File: src/logic/thread_select_pkg.sv
// Shared widths, register types and the decoded instruction format, imported by the thread select stage
package thread_select_pkg;

    // Number of scalar registers each thread's scoreboard covers
    parameter int num_registers = 32;

    // Register number as carried in the decoded instruction
    typedef logic [$clog2(num_registers) - 1:0] reg_idx_t;

    // One bit per scalar register, used for busy and dependency tracking
    typedef logic [num_registers - 1:0] reg_bitmap_t;

    // Opaque instruction identifier, passed through the stage untouched
    typedef logic [15:0] instr_tag_t;

    // Decoded instruction as delivered by the decode stage
    // Each register field is only meaningful when its has_ flag is set
    typedef struct packed {
        logic has_dest;
        reg_idx_t dest_reg;
        logic has_src1;
        reg_idx_t src1_reg;
        logic has_src2;
        reg_idx_t src2_reg;
        instr_tag_t tag;
    } decoded_instr_t;

    // Width of a thread index for a given thread count
    // A single thread still gets a one bit index so that ports keep a legal width
    function automatic int thread_idx_bits(input int num_threads);
        int bits;
        if (num_threads > 1)
        begin
            bits = $clog2(num_threads);
        end
        else
        begin
            bits = 1;
        end
        return bits;
    endfunction

endpackage
File: src/logic/issue_if.sv
// Per-thread slot, conflict and grant signals shared by the queue, scoreboard and arbiter blocks
`timescale 1ns/10ps

interface issue_if
    import thread_select_pkg::*;
#(
    parameter int num_threads = 4
);

    // Slot contents, one entry per thread
    logic [num_threads - 1:0] slot_valid;
    decoded_instr_t slot_instr [num_threads];
    reg_bitmap_t dep_bitmap [num_threads];
    reg_bitmap_t dest_bitmap [num_threads];

    // Set when a slot instruction touches a register that is still pending
    logic [num_threads - 1:0] dep_conflict;

    // The single thread that issues in this cycle, or none
    logic [num_threads - 1:0] grant_oh;

    // The queues fill slots and see which slot is being consumed
    modport queues (output slot_valid, slot_instr, dep_bitmap, dest_bitmap, input grant_oh);

    // The scoreboard marks destinations busy on a grant and checks dependencies
    modport scoreboard (input dep_bitmap, dest_bitmap, grant_oh, output dep_conflict);

    // The arbiter picks among valid, conflict-free slots
    modport arbiter (input slot_valid, slot_instr, dep_conflict, output grant_oh);

endinterface

File: src/logic/register_scoreboard.sv
// Per-thread busy register tracking, set on issue and cleared on writeback, reporting slot conflicts
`timescale 1ns/10ps

module register_scoreboard
    import thread_select_pkg::*;
#(
    parameter int num_threads = 4
) (
    input  logic                                      clk,
    input  logic                                      reset,
    input  logic                                      wb_writeback_en,
    input  logic [thread_idx_bits(num_threads) - 1:0] wb_writeback_thread_idx,
    input  reg_idx_t                                  wb_writeback_reg,
    issue_if.scoreboard                               sb
);

    localparam int idx_bits = thread_idx_bits(num_threads);

    for (genvar i = 0; i < num_threads; i++)
    begin : thread_gen
        reg_bitmap_t busy;
        reg_bitmap_t clear_bitmap;
        reg_bitmap_t set_bitmap;
        logic writeback_this;

        assign writeback_this = wb_writeback_en
            && (wb_writeback_thread_idx == idx_bits'(i));

        // A completed result frees exactly one register of one thread
        always_comb
        begin
            clear_bitmap = '0;
            if (writeback_this)
                clear_bitmap[wb_writeback_reg] = 1'b1;
        end

        // An issuing instruction claims its destination
        assign set_bitmap = sb.grant_oh[i] ? sb.dest_bitmap[i] : '0;

        // Set is applied after clear, so a new claim survives a writeback to the same register
        always_ff @(posedge clk, posedge reset)
        begin
            if (reset)
                busy <= '0;
            else
                busy <= (busy & ~clear_bitmap) | set_bitmap;
        end

        // Any overlap between what the slot touches and what is pending holds the slot
        assign sb.dep_conflict[i] = |(busy & sb.dep_bitmap[i]);

        // The writeback side may only return results that were issued and not yet retired
        assert property (@(posedge clk) disable iff (reset)
            writeback_this |-> busy[wb_writeback_reg]);
    end

endmodule

File: src/flat_wrapper.sv
// flat-port wrapper written by rule: the top's interface ports become plain ports
module register_scoreboard_flat import thread_select_pkg::*;
#(
    parameter int num_threads = 4
)
  (clk, reset, wb_writeback_en, wb_writeback_thread_idx, wb_writeback_reg, sb_dep_bitmap, sb_dest_bitmap, sb_grant_oh, sb_dep_conflict);
  issue_if #(.num_threads(num_threads)) sb_i ();
  input  logic clk;
  input  logic reset;
  input  logic wb_writeback_en;
  input  logic [thread_idx_bits(num_threads) - 1:0] wb_writeback_thread_idx;
  input  reg_idx_t wb_writeback_reg;
  input wire logic [$bits(sb_i.dep_bitmap)-1:0] sb_dep_bitmap;
  input wire logic [$bits(sb_i.dest_bitmap)-1:0] sb_dest_bitmap;
  input wire logic [$bits(sb_i.grant_oh)-1:0] sb_grant_oh;
  output wire logic [$bits(sb_i.dep_conflict)-1:0] sb_dep_conflict;
  assign sb_i.dep_bitmap = {>>{sb_dep_bitmap}};
  assign sb_i.dest_bitmap = {>>{sb_dest_bitmap}};
  assign sb_i.grant_oh = sb_grant_oh;
  assign sb_dep_conflict = sb_i.dep_conflict;
  register_scoreboard #(.num_threads(num_threads)) u_core (.clk(clk), .reset(reset), .wb_writeback_en(wb_writeback_en), .wb_writeback_thread_idx(wb_writeback_thread_idx), .wb_writeback_reg(wb_writeback_reg), .sb(sb_i));
endmodule
File: config.mk
export PLATFORM = sky130hd
export DESIGN_NAME = register_scoreboard_flat
export DESIGN_NICKNAME = d
export VERILOG_FILES = /design/src/logic/thread_select_pkg.sv /design/src/logic/issue_if.sv /design/src/logic/register_scoreboard.sv /design/src/flat_wrapper.sv
export SDC_FILE = /design/constraint.sdc
export NUM_CORES = 1
export LEC_CHECK = 0
export BUFFER_PORTS_ARGS = -buffer_cell sky130_fd_sc_hd__buf_2
export CORE_ASPECT_RATIO = 0.75
export CORE_MARGIN = 1
export CORE_UTILIZATION = 42
export CTS_BUF_LIST = sky130_fd_sc_hd__clkbuf_8
export CTS_CLUSTER_SIZE = 28
export DETAILED_ROUTE_END_ITERATION = 10
export GPL_ROUTABILITY_DRIVEN = 0
export PLACE_DENSITY_LB_ADDON = 0.3
export SLEW_MARGIN = 20
export SYNTH_ARGS = -nofsm -noshare
export SYNTH_HDL_FRONTEND = slang
export SYNTH_SLANG_ARGS = --single-unit
export TNS_END_PERCENT = 1
File: constraint.sdc
create_clock -name clk -period 7.28 [get_ports clk]
set_input_delay 1.456 -clock clk [delete_from_list [all_inputs] [get_ports clk]]
set_output_delay 1.456 -clock clk [all_outputs]
set_load 0.05 [all_outputs]
==> impl_metrics.ini <==
[outcome]
outcome = complete, no violations

[finish]
drive_gt1_share_pct = 40.3
ff_latch_area_sq_um = 3200
n_fill_cell = 1238
largestRegisters = u_core.thread_gen.busy x128
regMostFlops = u_core.thread_gen.busy
multi_input_area_sq_um = 2560
largest_reg_flops = 128
layout.nets = 1052
area_growth_pct = 26.6

[clock_network]
hold_buffers = 0
cts_inserted_buffers = 17
clk_pin_slew_ns = 0.07
cts.repair.resized = 0
clock_path_buffers = 2
clkLatencyLatePin_ns = 0.43
htree_levels = 4
clock-sinks = 128
cts_tree = built
post-cts-setup-buffers = 0
cts_root_buffer = clkbuf_8

[global_routing]
grt_pass1_vias = 6026
antenna_found_initial = 2
grt.total_usage_pct = 29.0
grt_remaining_overflow = 0
grt_max_degree = 74
grt_first_pass_wirelength_um = 32700

[yosys]
synth_cell_types = 22
yosys.area_share.simple_pct = 15.2
synth_top_family_by_area = compound AO/OA/AOI/OAI gates
mappedNetlistArea_sq_um = 6180
yosys-top-cells-area = dfrtp_1 52%, a22o_1 18%, nand3_1 10%, a22oi_1 7.8%, buf_6 3.6%
syn_area_per_cell_sq_um = 11.4
synth_adder_area_share_pct = 0
ys_ff_latch = 128
yosys.area.top_type_share_pct = 51.9
netlist.top_cell.by_area = dfrtp_1
synthCells = 542
yosysSeqAreaShare_pct = 51.9
synth_compound_area_share_pct = 25.9
yosysWarnings = 0
synth_mux_area_share_pct = 0
syn_nets = 812
synth_xor_area_share_pct = 0

[sta]
finalSetupViolations = 0
slew_headroom_pct = 27.6
min_period_over_period_pct = 58.6
finalSetupTns_ns = 0
rsz0062_at_grt = false
period_minus_slack_ns = 4.27
slew_viol_final = 0
finClkSkew_ns = 0
fmax_mhz = 234
final_hold_viol_count = 0
tightestPinTransition_ns = 1.09

[power]
peakVddDrop_v = 0.000102
p_leak_nw = 3.59
power_density_nw_per_um2 = 194
p_total_mw = 1.52

[detailed_routing]
dr.pass1.iters = 5
via_count = 5996
detail_route.iter0.violations = 579
routed_via_density = 6.05
wire_per_inst_um = 21.8
drc = 0
wl_um = 21600
ant_nets = 0

[floorplan]
die_area_sq_um = 15200
start_util_pct = 44.0
die_y_um = 107
design.core.area_sq_um = 14000
io_pins = 274
dieWidth_um = 142
core.rowCount = 37

[min_path]
hold_path.class = flip-flop to flip-flop

[critical_path]
cp_top_family = simple AND/OR/NAND/NOR gates
cp_max_fo = 1
critical_path_class = input port to primary output
startpoint_type = input port
endpoint_kind = primary output
cpMostUsedCell = buf_2
cp_slowest_cell = or4_1
required_ns = 5.82
path_cells = buf_2, a22oi_1, nand4_1, or4_1, buf_2
arrival_ns = 2.81
max_stage_delay_ns = 0.43
path_buf_inv = 2

[flow_run]
drv_cap = 0

[placement]
hpwlAfterDp_um = 14900
io_buffers = 273
## routing by layer
layer  vias to the layer above  wire (um)  global-route usage [%]
met5                         -         10                       0
met3                        36       2080                    8.17
li1                       2640          -                       -
met1                      2945       9180                    39.2
met4                         2        357                    10.1
met2                       373       9940                    44.4
## cell usage after synthesis
cell        n
and2_1      1
nor2b_1     2
nor3_4      1
buf_2       6
dfrtp_1   128
buf_6      20
clkbuf_1   17
nand4_1    16
buf_4      13
inv_1       1
and3b_1     3
nor3b_2     1
a22oi_1    64
and3b_2     2
and3_2      1
nand3_1   128
a22o_1    128
or4_1       4
nor2_1      1
clkbuf_8    1
nor3b_4     3
and3_1      1
## layout by cell type (no fill, tap or decap), drive strengths merged, types with 2 or more instances in the layout
cell type	n
inv	6
and3b	5
nand4	16
or4	4
nor3b	4
bufinv	2
dfrtp	128
clkbuf	22
a22oi	64
and3	2
buf	278
nor2b	2
clkinv	3
nand3	128
a22o	128
## power breakdown
part	internal [mW]	total, mW	leakage (nW)	switching (mW)
combinational	0.0755	0.177	2.24	0.101
clock	0.343	0.613	0.225	0.271
sequential	0.720	0.727	1.13	0.00640
total	1.14	1.52	3.59	0.378
## logic make-up after synthesis
logic type,after synthesis
compound gates,192
simple gates,164
flops,128
buf+inv,58
## cell type report
cell class	instances	share of cell area, %
multi-input combinational	356	32.8
tap	195	3.12
clock inverter	10	1.20
clock buffer	22	3.87
antenna	1	0.0320
inverter	1	0.0800
sequential	128	40.9
timing repair buffer	278	18.0
## stage by stage
stage	worst slack [ns]	hold slack (ns)	utilization (%)	cell area, sq um	cells
6_report	3.01	0.501	55.8	7820	991
5_1_grt	3.02	0.514	55.8	7820	991
4_1_cts	3.03	0.504	55.6	7800	989
3_5_place_dp	3.04	0.481	52.8	7410	957
3_3_place_gp	3.04	0.484	52.8	7410	957
2_1_floorplan	2.41	0.466	-	6180	542
## path summary, 6_finish.rpt
check                                              startpoint                             to  slack, ns  cells past startpoint
worst min-delay path            u_core.thread_gen[1].busy[12]  u_core.thread_gen[1].busy[12]       0.50                      1
worst max-delay path                        sb_dep_bitmap[32]             sb_dep_conflict[2]       3.01                      5
worst min register to register  u_core.thread_gen[1].busy[12]  u_core.thread_gen[1].busy[12]       0.50                      1
min in group asynchronous                               reset  u_core.thread_gen[1].busy[28]       1.14                      2
max in group asynchronous                               reset  u_core.thread_gen[2].busy[16]       4.72                      3
worst max register to register  u_core.thread_gen[3].busy[31]  u_core.thread_gen[3].busy[31]       6.53                      1
(Power assumes the default switching activity.)
