==> src/logic/thread_select_pkg.sv <==
// Shared widths, register types and the decoded instruction format, imported by the thread select stage
package thread_select_pkg;

    // Number of scalar registers each thread's scoreboard covers
    parameter int num_registers = 32;

    // Register number as carried in the decoded instruction
    typedef logic [$clog2(num_registers) - 1:0] reg_idx_t;

    // One bit per scalar register, used for busy and dependency tracking
    typedef logic [num_registers - 1:0] reg_bitmap_t;

    // Opaque instruction identifier, passed through the stage untouched
    typedef logic [15:0] instr_tag_t;

    // Decoded instruction as delivered by the decode stage
    // Each register field is only meaningful when its has_ flag is set
    typedef struct packed {
        logic has_dest;
        reg_idx_t dest_reg;
        logic has_src1;
        reg_idx_t src1_reg;
        logic has_src2;
        reg_idx_t src2_reg;
        instr_tag_t tag;
    } decoded_instr_t;

    // Width of a thread index for a given thread count
    // A single thread still gets a one bit index so that ports keep a legal width
    function automatic int thread_idx_bits(input int num_threads);
        int bits;
        if (num_threads > 1)
        begin
            bits = $clog2(num_threads);
        end
        else
        begin
            bits = 1;
        end
        return bits;
    endfunction

endpackage
==> src/logic/issue_if.sv <==
// Per-thread slot, conflict and grant signals shared by the queue, scoreboard and arbiter blocks
`timescale 1ns/10ps

interface issue_if
    import thread_select_pkg::*;
#(
    parameter int num_threads = 4
);

    // Slot contents, one entry per thread
    logic [num_threads - 1:0] slot_valid;
    decoded_instr_t slot_instr [num_threads];
    reg_bitmap_t dep_bitmap [num_threads];
    reg_bitmap_t dest_bitmap [num_threads];

    // Set when a slot instruction touches a register that is still pending
    logic [num_threads - 1:0] dep_conflict;

    // The single thread that issues in this cycle, or none
    logic [num_threads - 1:0] grant_oh;

    // The queues fill slots and see which slot is being consumed
    modport queues (output slot_valid, slot_instr, dep_bitmap, dest_bitmap, input grant_oh);

    // The scoreboard marks destinations busy on a grant and checks dependencies
    modport scoreboard (input dep_bitmap, dest_bitmap, grant_oh, output dep_conflict);

    // The arbiter picks among valid, conflict-free slots
    modport arbiter (input slot_valid, slot_instr, dep_conflict, output grant_oh);

endinterface

==> src/logic/thread_queues.sv <==
// Per-thread instruction queues and issue slots, with the register bitmaps built when a slot fills
`timescale 1ns/10ps

module thread_queues
    import thread_select_pkg::*;
#(
    parameter int num_threads = 4,
    parameter int fifo_depth = 8
) (
    input  logic                                      clk,
    input  logic                                      reset,
    input  decoded_instr_t                            id_instruction,
    input  logic                                      id_instruction_valid,
    input  logic [thread_idx_bits(num_threads) - 1:0] id_thread_idx,
    input  logic [num_threads - 1:0]                  thread_en,
    output logic [num_threads - 1:0]                  fetch_en,
    issue_if.queues                                   q
);

    localparam int idx_bits = thread_idx_bits(num_threads);

    for (genvar i = 0; i < num_threads; i++)
    begin : thread_gen
        logic enqueue_this;
        logic latch_en;
        logic fifo_empty;
        logic fifo_almost_full;
        decoded_instr_t fifo_head;
        reg_bitmap_t dest_bitmap_nxt;
        reg_bitmap_t dep_bitmap_nxt;
        logic slot_valid_r;
        decoded_instr_t slot_instr_r;
        reg_bitmap_t dep_bitmap_r;
        reg_bitmap_t dest_bitmap_r;

        // Decode pushes carry the thread they belong to
        assign enqueue_this = id_instruction_valid && (id_thread_idx == idx_bits'(i));

        // Refill the slot whenever it is empty or its instruction leaves this cycle
        assign latch_en = !fifo_empty && (!slot_valid_r || q.grant_oh[i]);

        // The threshold leaves room for the instructions already in flight
        // when fetch_en drops
        instruction_fifo #(
            .width($bits(decoded_instr_t)),
            .depth(fifo_depth),
            .almost_full_threshold(fifo_depth - 3)
        ) instruction_fifo_i (
            .clk(clk),
            .reset(reset),
            .enqueue_en(enqueue_this),
            .value_in(id_instruction),
            .dequeue_en(latch_en),
            .value_out(fifo_head),
            .empty(fifo_empty),
            .almost_full(fifo_almost_full)
        );

        assign fetch_en[i] = !fifo_almost_full && thread_en[i];

        // Destination bitmap is what the scoreboard marks busy on issue
        always_comb
        begin
            dest_bitmap_nxt = '0;
            if (fifo_head.has_dest)
                dest_bitmap_nxt[fifo_head.dest_reg] = 1'b1;
        end

        // Sources catch read-after-write hazards
        // The destination is included too, so a second write waits for the first one
        always_comb
        begin
            dep_bitmap_nxt = '0;
            if (fifo_head.has_dest)
                dep_bitmap_nxt[fifo_head.dest_reg] = 1'b1;
            if (fifo_head.has_src1)
                dep_bitmap_nxt[fifo_head.src1_reg] = 1'b1;
            if (fifo_head.has_src2)
                dep_bitmap_nxt[fifo_head.src2_reg] = 1'b1;
        end

        always_ff @(posedge clk)
        begin
            if (latch_en)
            begin
                slot_instr_r <= fifo_head;
                dep_bitmap_r <= dep_bitmap_nxt;
                dest_bitmap_r <= dest_bitmap_nxt;
            end
        end

        always_ff @(posedge clk, posedge reset)
        begin
            if (reset)
                slot_valid_r <= 1'b0;
            else if (latch_en)
                slot_valid_r <= 1'b1;
            else if (q.grant_oh[i])
                slot_valid_r <= 1'b0;
        end

        assign q.slot_valid[i] = slot_valid_r;
        assign q.slot_instr[i] = slot_instr_r;
        assign q.dep_bitmap[i] = dep_bitmap_r;
        assign q.dest_bitmap[i] = dest_bitmap_r;
    end

endmodule

==> src/logic/instruction_fifo.sv <==
// Synchronous circular FIFO with a head shown combinationally and an almost-full flag
`timescale 1ns/10ps

module instruction_fifo #(
    parameter int width = 32,
    parameter int depth = 8,
    parameter int almost_full_threshold = 5
) (
    input  logic                 clk,
    input  logic                 reset,
    input  logic                 enqueue_en,
    input  logic [width - 1:0]   value_in,
    input  logic                 dequeue_en,
    output logic [width - 1:0]   value_out,
    output logic                 empty,
    output logic                 almost_full
);

    localparam int ptr_bits = (depth > 1) ? $clog2(depth) : 1;
    localparam int count_bits = $clog2(depth + 1);

    logic [width - 1:0] storage [depth];
    logic [ptr_bits - 1:0] rd_ptr;
    logic [ptr_bits - 1:0] wr_ptr;
    logic [count_bits - 1:0] count;

    // Head entry is visible without a read cycle
    assign value_out = storage[rd_ptr];
    assign empty = (count == '0);
    assign almost_full = (count >= count_bits'(almost_full_threshold));

    always_ff @(posedge clk)
    begin
        if (enqueue_en)
            storage[wr_ptr] <= value_in;
    end

    always_ff @(posedge clk, posedge reset)
    begin
        if (reset)
        begin
            rd_ptr <= '0;
            wr_ptr <= '0;
            count <= '0;
        end
        else
        begin
            // Pointers wrap explicitly so a depth that is not a power of two works
            if (enqueue_en)
                wr_ptr <= (wr_ptr == ptr_bits'(depth - 1)) ? '0 : wr_ptr + 1'b1;

            if (dequeue_en)
                rd_ptr <= (rd_ptr == ptr_bits'(depth - 1)) ? '0 : rd_ptr + 1'b1;

            // Simultaneous push and pop leave the count unchanged
            if (enqueue_en && !dequeue_en)
                count <= count + 1'b1;
            else if (dequeue_en && !enqueue_en)
                count <= count - 1'b1;
        end
    end

    // The producer has to honour fetch_en early enough that the queue never overflows
    assert property (@(posedge clk) disable iff (reset)
        enqueue_en |-> (count != count_bits'(depth)));

    // The slot logic only pops when the head holds a real entry
    assert property (@(posedge clk) disable iff (reset) dequeue_en |-> !empty);

endmodule

==> src/flat_wrapper.sv <==
// flat-port wrapper written by rule: the top's interface ports become plain ports
module thread_queues_flat import thread_select_pkg::*;
#(
    parameter int num_threads = 4,
    parameter int fifo_depth = 8
)
  (clk, reset, id_instruction, id_instruction_valid, id_thread_idx, thread_en, fetch_en, q_slot_valid, q_slot_instr, q_dep_bitmap, q_dest_bitmap, q_grant_oh);
  issue_if #(.num_threads(num_threads)) q_i ();
  input  logic clk;
  input  logic reset;
  input  decoded_instr_t id_instruction;
  input  logic id_instruction_valid;
  input  logic [thread_idx_bits(num_threads) - 1:0] id_thread_idx;
  input  logic [num_threads - 1:0] thread_en;
  output logic [num_threads - 1:0] fetch_en;
  output wire logic [$bits(q_i.slot_valid)-1:0] q_slot_valid;
  output wire logic [$bits(q_i.slot_instr)-1:0] q_slot_instr;
  output wire logic [$bits(q_i.dep_bitmap)-1:0] q_dep_bitmap;
  output wire logic [$bits(q_i.dest_bitmap)-1:0] q_dest_bitmap;
  input wire logic [$bits(q_i.grant_oh)-1:0] q_grant_oh;
  assign q_slot_valid = q_i.slot_valid;
  assign q_slot_instr = {>>{q_i.slot_instr}};
  assign q_dep_bitmap = {>>{q_i.dep_bitmap}};
  assign q_dest_bitmap = {>>{q_i.dest_bitmap}};
  assign q_i.grant_oh = q_grant_oh;
  thread_queues #(.num_threads(num_threads), .fifo_depth(fifo_depth)) u_core (.clk(clk), .reset(reset), .id_instruction(id_instruction), .id_instruction_valid(id_instruction_valid), .id_thread_idx(id_thread_idx), .thread_en(thread_en), .fetch_en(fetch_en), .q(q_i));
endmodule
==> config.mk <==
export PLATFORM = sky130hd
export DESIGN_NAME = thread_queues_flat
export DESIGN_NICKNAME = d
export VERILOG_FILES = /design/src/logic/thread_select_pkg.sv /design/src/logic/issue_if.sv /design/src/logic/thread_queues.sv /design/src/logic/instruction_fifo.sv /design/src/flat_wrapper.sv
export SDC_FILE = /design/constraint.sdc
export NUM_CORES = 1
export LEC_CHECK = 0
export BUFFER_PORTS_ARGS = -buffer_cell sky130_fd_sc_hd__buf_2
export CAP_MARGIN = 10
export CORE_MARGIN = 1
export CORE_UTILIZATION = 37
export DETAILED_ROUTE_END_ITERATION = 8
export PLACE_DENSITY_LB_ADDON = 0.2
export SLEW_MARGIN = 0
export SYNTH_ARGS = -nofsm -noshare
export SYNTH_HDL_FRONTEND = slang
export SYNTH_SLANG_ARGS = --single-unit
==> constraint.sdc <==
create_clock -name clk -period 10 [get_ports clk]
set_input_delay 0.5 -clock clk [delete_from_list [all_inputs] [get_ports clk]]
set_output_delay 0.5 -clock clk [all_outputs]
set_load 0.02 [all_outputs]
==> flow_metrics.tcl <==
set metrics [dict create \
    status "complete, no violations" \
    drv_cap 0 \
    clock_path_buffers 3 \
    drtIter0Drc 2364 \
    clock-root-buffer "clkbuf_16" \
    tritoncts.num_buffers 164 \
    worst_setup_path_end_kind "flop" \
    wirelength_um 144000 \
    finalNonFillerCells 5602 \
    cts_max_level 4 \
    rsz0062_at_grt "false" \
    synth.most_common_cell "edfxtp_1" \
    ys_warn_count 0 \
    nNetsFinal 3475 \
    start_util_pct 37.3 \
    port_buffers 446 \
    rrSetupSlack_ns 6.25 \
    cp_max_fo 35 \
    syn-num-nets 2906 \
    worst_slack_ns 6.25 \
    avgSynthCellArea_um2 20.9 \
    finalCritPeriodShare_pct 37.5 \
    clk_pin_slew_ns 0.06 \
    period_needed_ns 3.75 \
    arrival_ns 4.35 \
    num_vias 29200 \
    slew_viol_final 0 \
    hpwl_um 81800 \
    die_x_um 401 \
    cts_tree "done" \
    synth_flop_cell "edfxtp_1" \
    grt_max_degree 85 \
    crit_end "u_core.thread_gen[2].dep_bitmap_r[12]" \
    via_per_inst 5.20 \
    cts.sinks 1524 \
    routedWlPerCell_um 25.7 \
    syn_area_um2 59000 \
    fillCellCount 13700 \
    dp_slack_ns 6.14 \
    power_density_nw_per_um2 309 \
    synth_edf_count 1480 \
    grt_pass1_vias 30200 \
    synth.top_cells.by_count "edfxtp_1 (1480), mux4_2 (269), nor2_1 (157)" \
    postRouteAntennaNets 0 \
    grt_pass1_wl_um 209000 \
    fmax_mhz 266 \
    start_kind "flop" \
    core_area_um2 158000 \
    yosysTopAreaCellShare_pct 75.3 \
    synthTopCellsByArea "edfxtp_1 (75%), mux4_2 (10%), mux2_2 (2.1%)" \
    p_leak_uw 0.0231 \
    row_count 146 \
    clock_latency_ns 0.79 \
    ys_types 47 \
    track_usage_pct 17.8 \
    relSlewSlack_pct 26.3 \
    ys_ff_latch 1524 \
    yosys.area.top_type "edfxtp_1" \
    layout-drive-gt1-share_pct 35.8 \
    area_growth_syn_to_layout_pct 17.3 \
    finalSetupViolations 0 \
    drtPass1Iterations 5 \
    worstSetupPathType "reg2reg" \
    max_slew.worst_pin.slew_ns 1.10 \
    io_pins 447 \
    tns_ns 0 \
    worst_ep_required_time_ns 10.60 \
    hold_violations 0 \
    power.total_uw 21400 \
    postSynthCellCount 2827 \
    drc 0 \
    place.gp.congestion 0.799 \
    hold_ws_ns 0.310 \
    place_inst 5297 \
    fin_worst_skew_ns 0.0343 \
    grt_overflow_total 0 \
    cts-resized-gates 0 \
    ys_async_sr_fraction_pct 2.89 \
    die_y_um 401 \
    antenna_found_initial 13 \
    r2r_end "u_core.thread_gen[2].dep_bitmap_r[12]" \
    holdCritPathClass "in2reg" \
    die_area_um2 161000 \
    ys_seq_area_share_pct 77.1 \
    r2r_cells 6 \
    vdd_drop_max_mv 0.178 \
]
## final cells by class
| cell class | count | area [µm²] | share of cell area [%] |
|---|---|---|---|
| Tap cell | 2072 | 2590 | 3.74 |
| Timing Repair Buffer | 506 | 2700 | 3.89 |
| Clock buffer | 207 | 4360 | 6.30 |
| Sequential cell | 1524 | 45600 | 65.8 |
| Antenna cell | 3 | 7.51 | 0.0108 |
| Inverter | 62 | 238 | 0.343 |
| Multi-Input combinational cell | 1138 | 12900 | 18.6 |
| Clock inverter | 90 | 915 | 1.32 |
## flip-flops by register name (all words and copies together), names as in the netlist
name / count
u_core.thread_gen.instruction_fifo_i.storage: 1088
u_core.thread_gen.instruction_fifo_i.wr_ptr: 12
u_core.q.slot_instr: 136
u_core.thread_gen.dep_bitmap_r: 128
u_core.thread_gen.dest_bitmap_r: 128
u_core.thread_gen.instruction_fifo_i.rd_ptr: 12
u_core.thread_gen.instruction_fifo_i.count: 16
u_core.thread_gen.slot_valid_r: 4
## routing by layer
metal / vias to the layer above / GRT usage [%] / share of wire, %
met5: - / 0 / 0.049
met4: 10 / 5.01 / 2.3
met3: 225 / 3.03 / 4.6
met2: 801 / 29.5 / 50
met1: 15400 / 24.2 / 43
li1: 12800 / - / -
## layout by cell type (no fill, tap or decap), types with 16 or more instances in the layout
cell       Yosys  final
buf_2         51    446
inv_1         44     43
mux4_2       269    269
clkinv_1       0     34
nor3_2        27     41
o21ai_0       34     34
and3_1        21     21
nand2_1       56     56
mux2i_4       19     19
clkbuf_16      0    167
mux2_2       111    111
buf_4         21     55
o21ai_1      104    104
clkinv_2       0     21
clkbuf_1      11     37
nor2_1       157    142
a22oi_1      124    124
inv_2         16     17
dfrtp_1       44     32
bufinv_16      0     16
edfxtp_1    1480   1480
ha_1          28     28
## critical path, cell delays in order (launching register included)
cell     delay (ns)
dfrtp_4        0.83
buf_4          0.69
mux4_2         0.62
mux2i_4        0.22
inv_1          0.10
or3_1          0.71
o21ai_0        0.32
## repair_timing
action / 4_1_cts / 5_1_grt
endpoints found under the hold margin: 48 / 0
hold buffers: 5 / 0
setup buffers: 0 / 0
## cells by family (layout without fill, tap and decap cells)
family | after synthesis | in the layout | synth area share (%)
flops | 1524 | 1524 | 77.1
mux | 427 | 427 | 13.7
simple gates | 382 | 382 | 3.70
compound gates | 281 | 281 | 2.97
buf+inv | 165 | 865 | 1.49
fa+ha+maj | 32 | 32 | 0.729
xor+xnor | 16 | 16 | 0.237
other cells | 0 | 3 | 0
## worst min-delay path by stage
stage | end | cells after the start | slack (ns) | start
floorplan | u_core.thread_gen[1].instruction_fifo_i.count[3] | 1 | 0.46 | u_core.thread_gen[1].instruction_fifo_i.count[3]
global placement | u_core.thread_gen[1].instruction_fifo_i.count[3] | 1 | 0.49 | u_core.thread_gen[1].instruction_fifo_i.count[3]
detailed placement | u_core.thread_gen[2].instruction_fifo_i.count[3] | 1 | 0.48 | u_core.thread_gen[2].instruction_fifo_i.count[3]
CTS | flop | 1 | 0.26 | id_instruction[32]
global route | flop | 1 | 0.29 | id_instruction[32]
finish | flop | 1 | 0.31 | id_instruction[21]
## through the flow
step                      instance area [µm²]  util, %
after floorplan                         59000        -
after global placement                  63900     40.4
after detailed placement                63900     40.4
after CTS                               69200     43.7
after global routing                    69200     43.7
final                                   69200     43.7
## power breakdown
group,switching (µW),internal (µW),leakage [µW]
sequential,587,8200,0.0143
combinational,4210,2460,0.00626
clock,2480,3500,0.00255
Power figures use the tool's default switching activity.
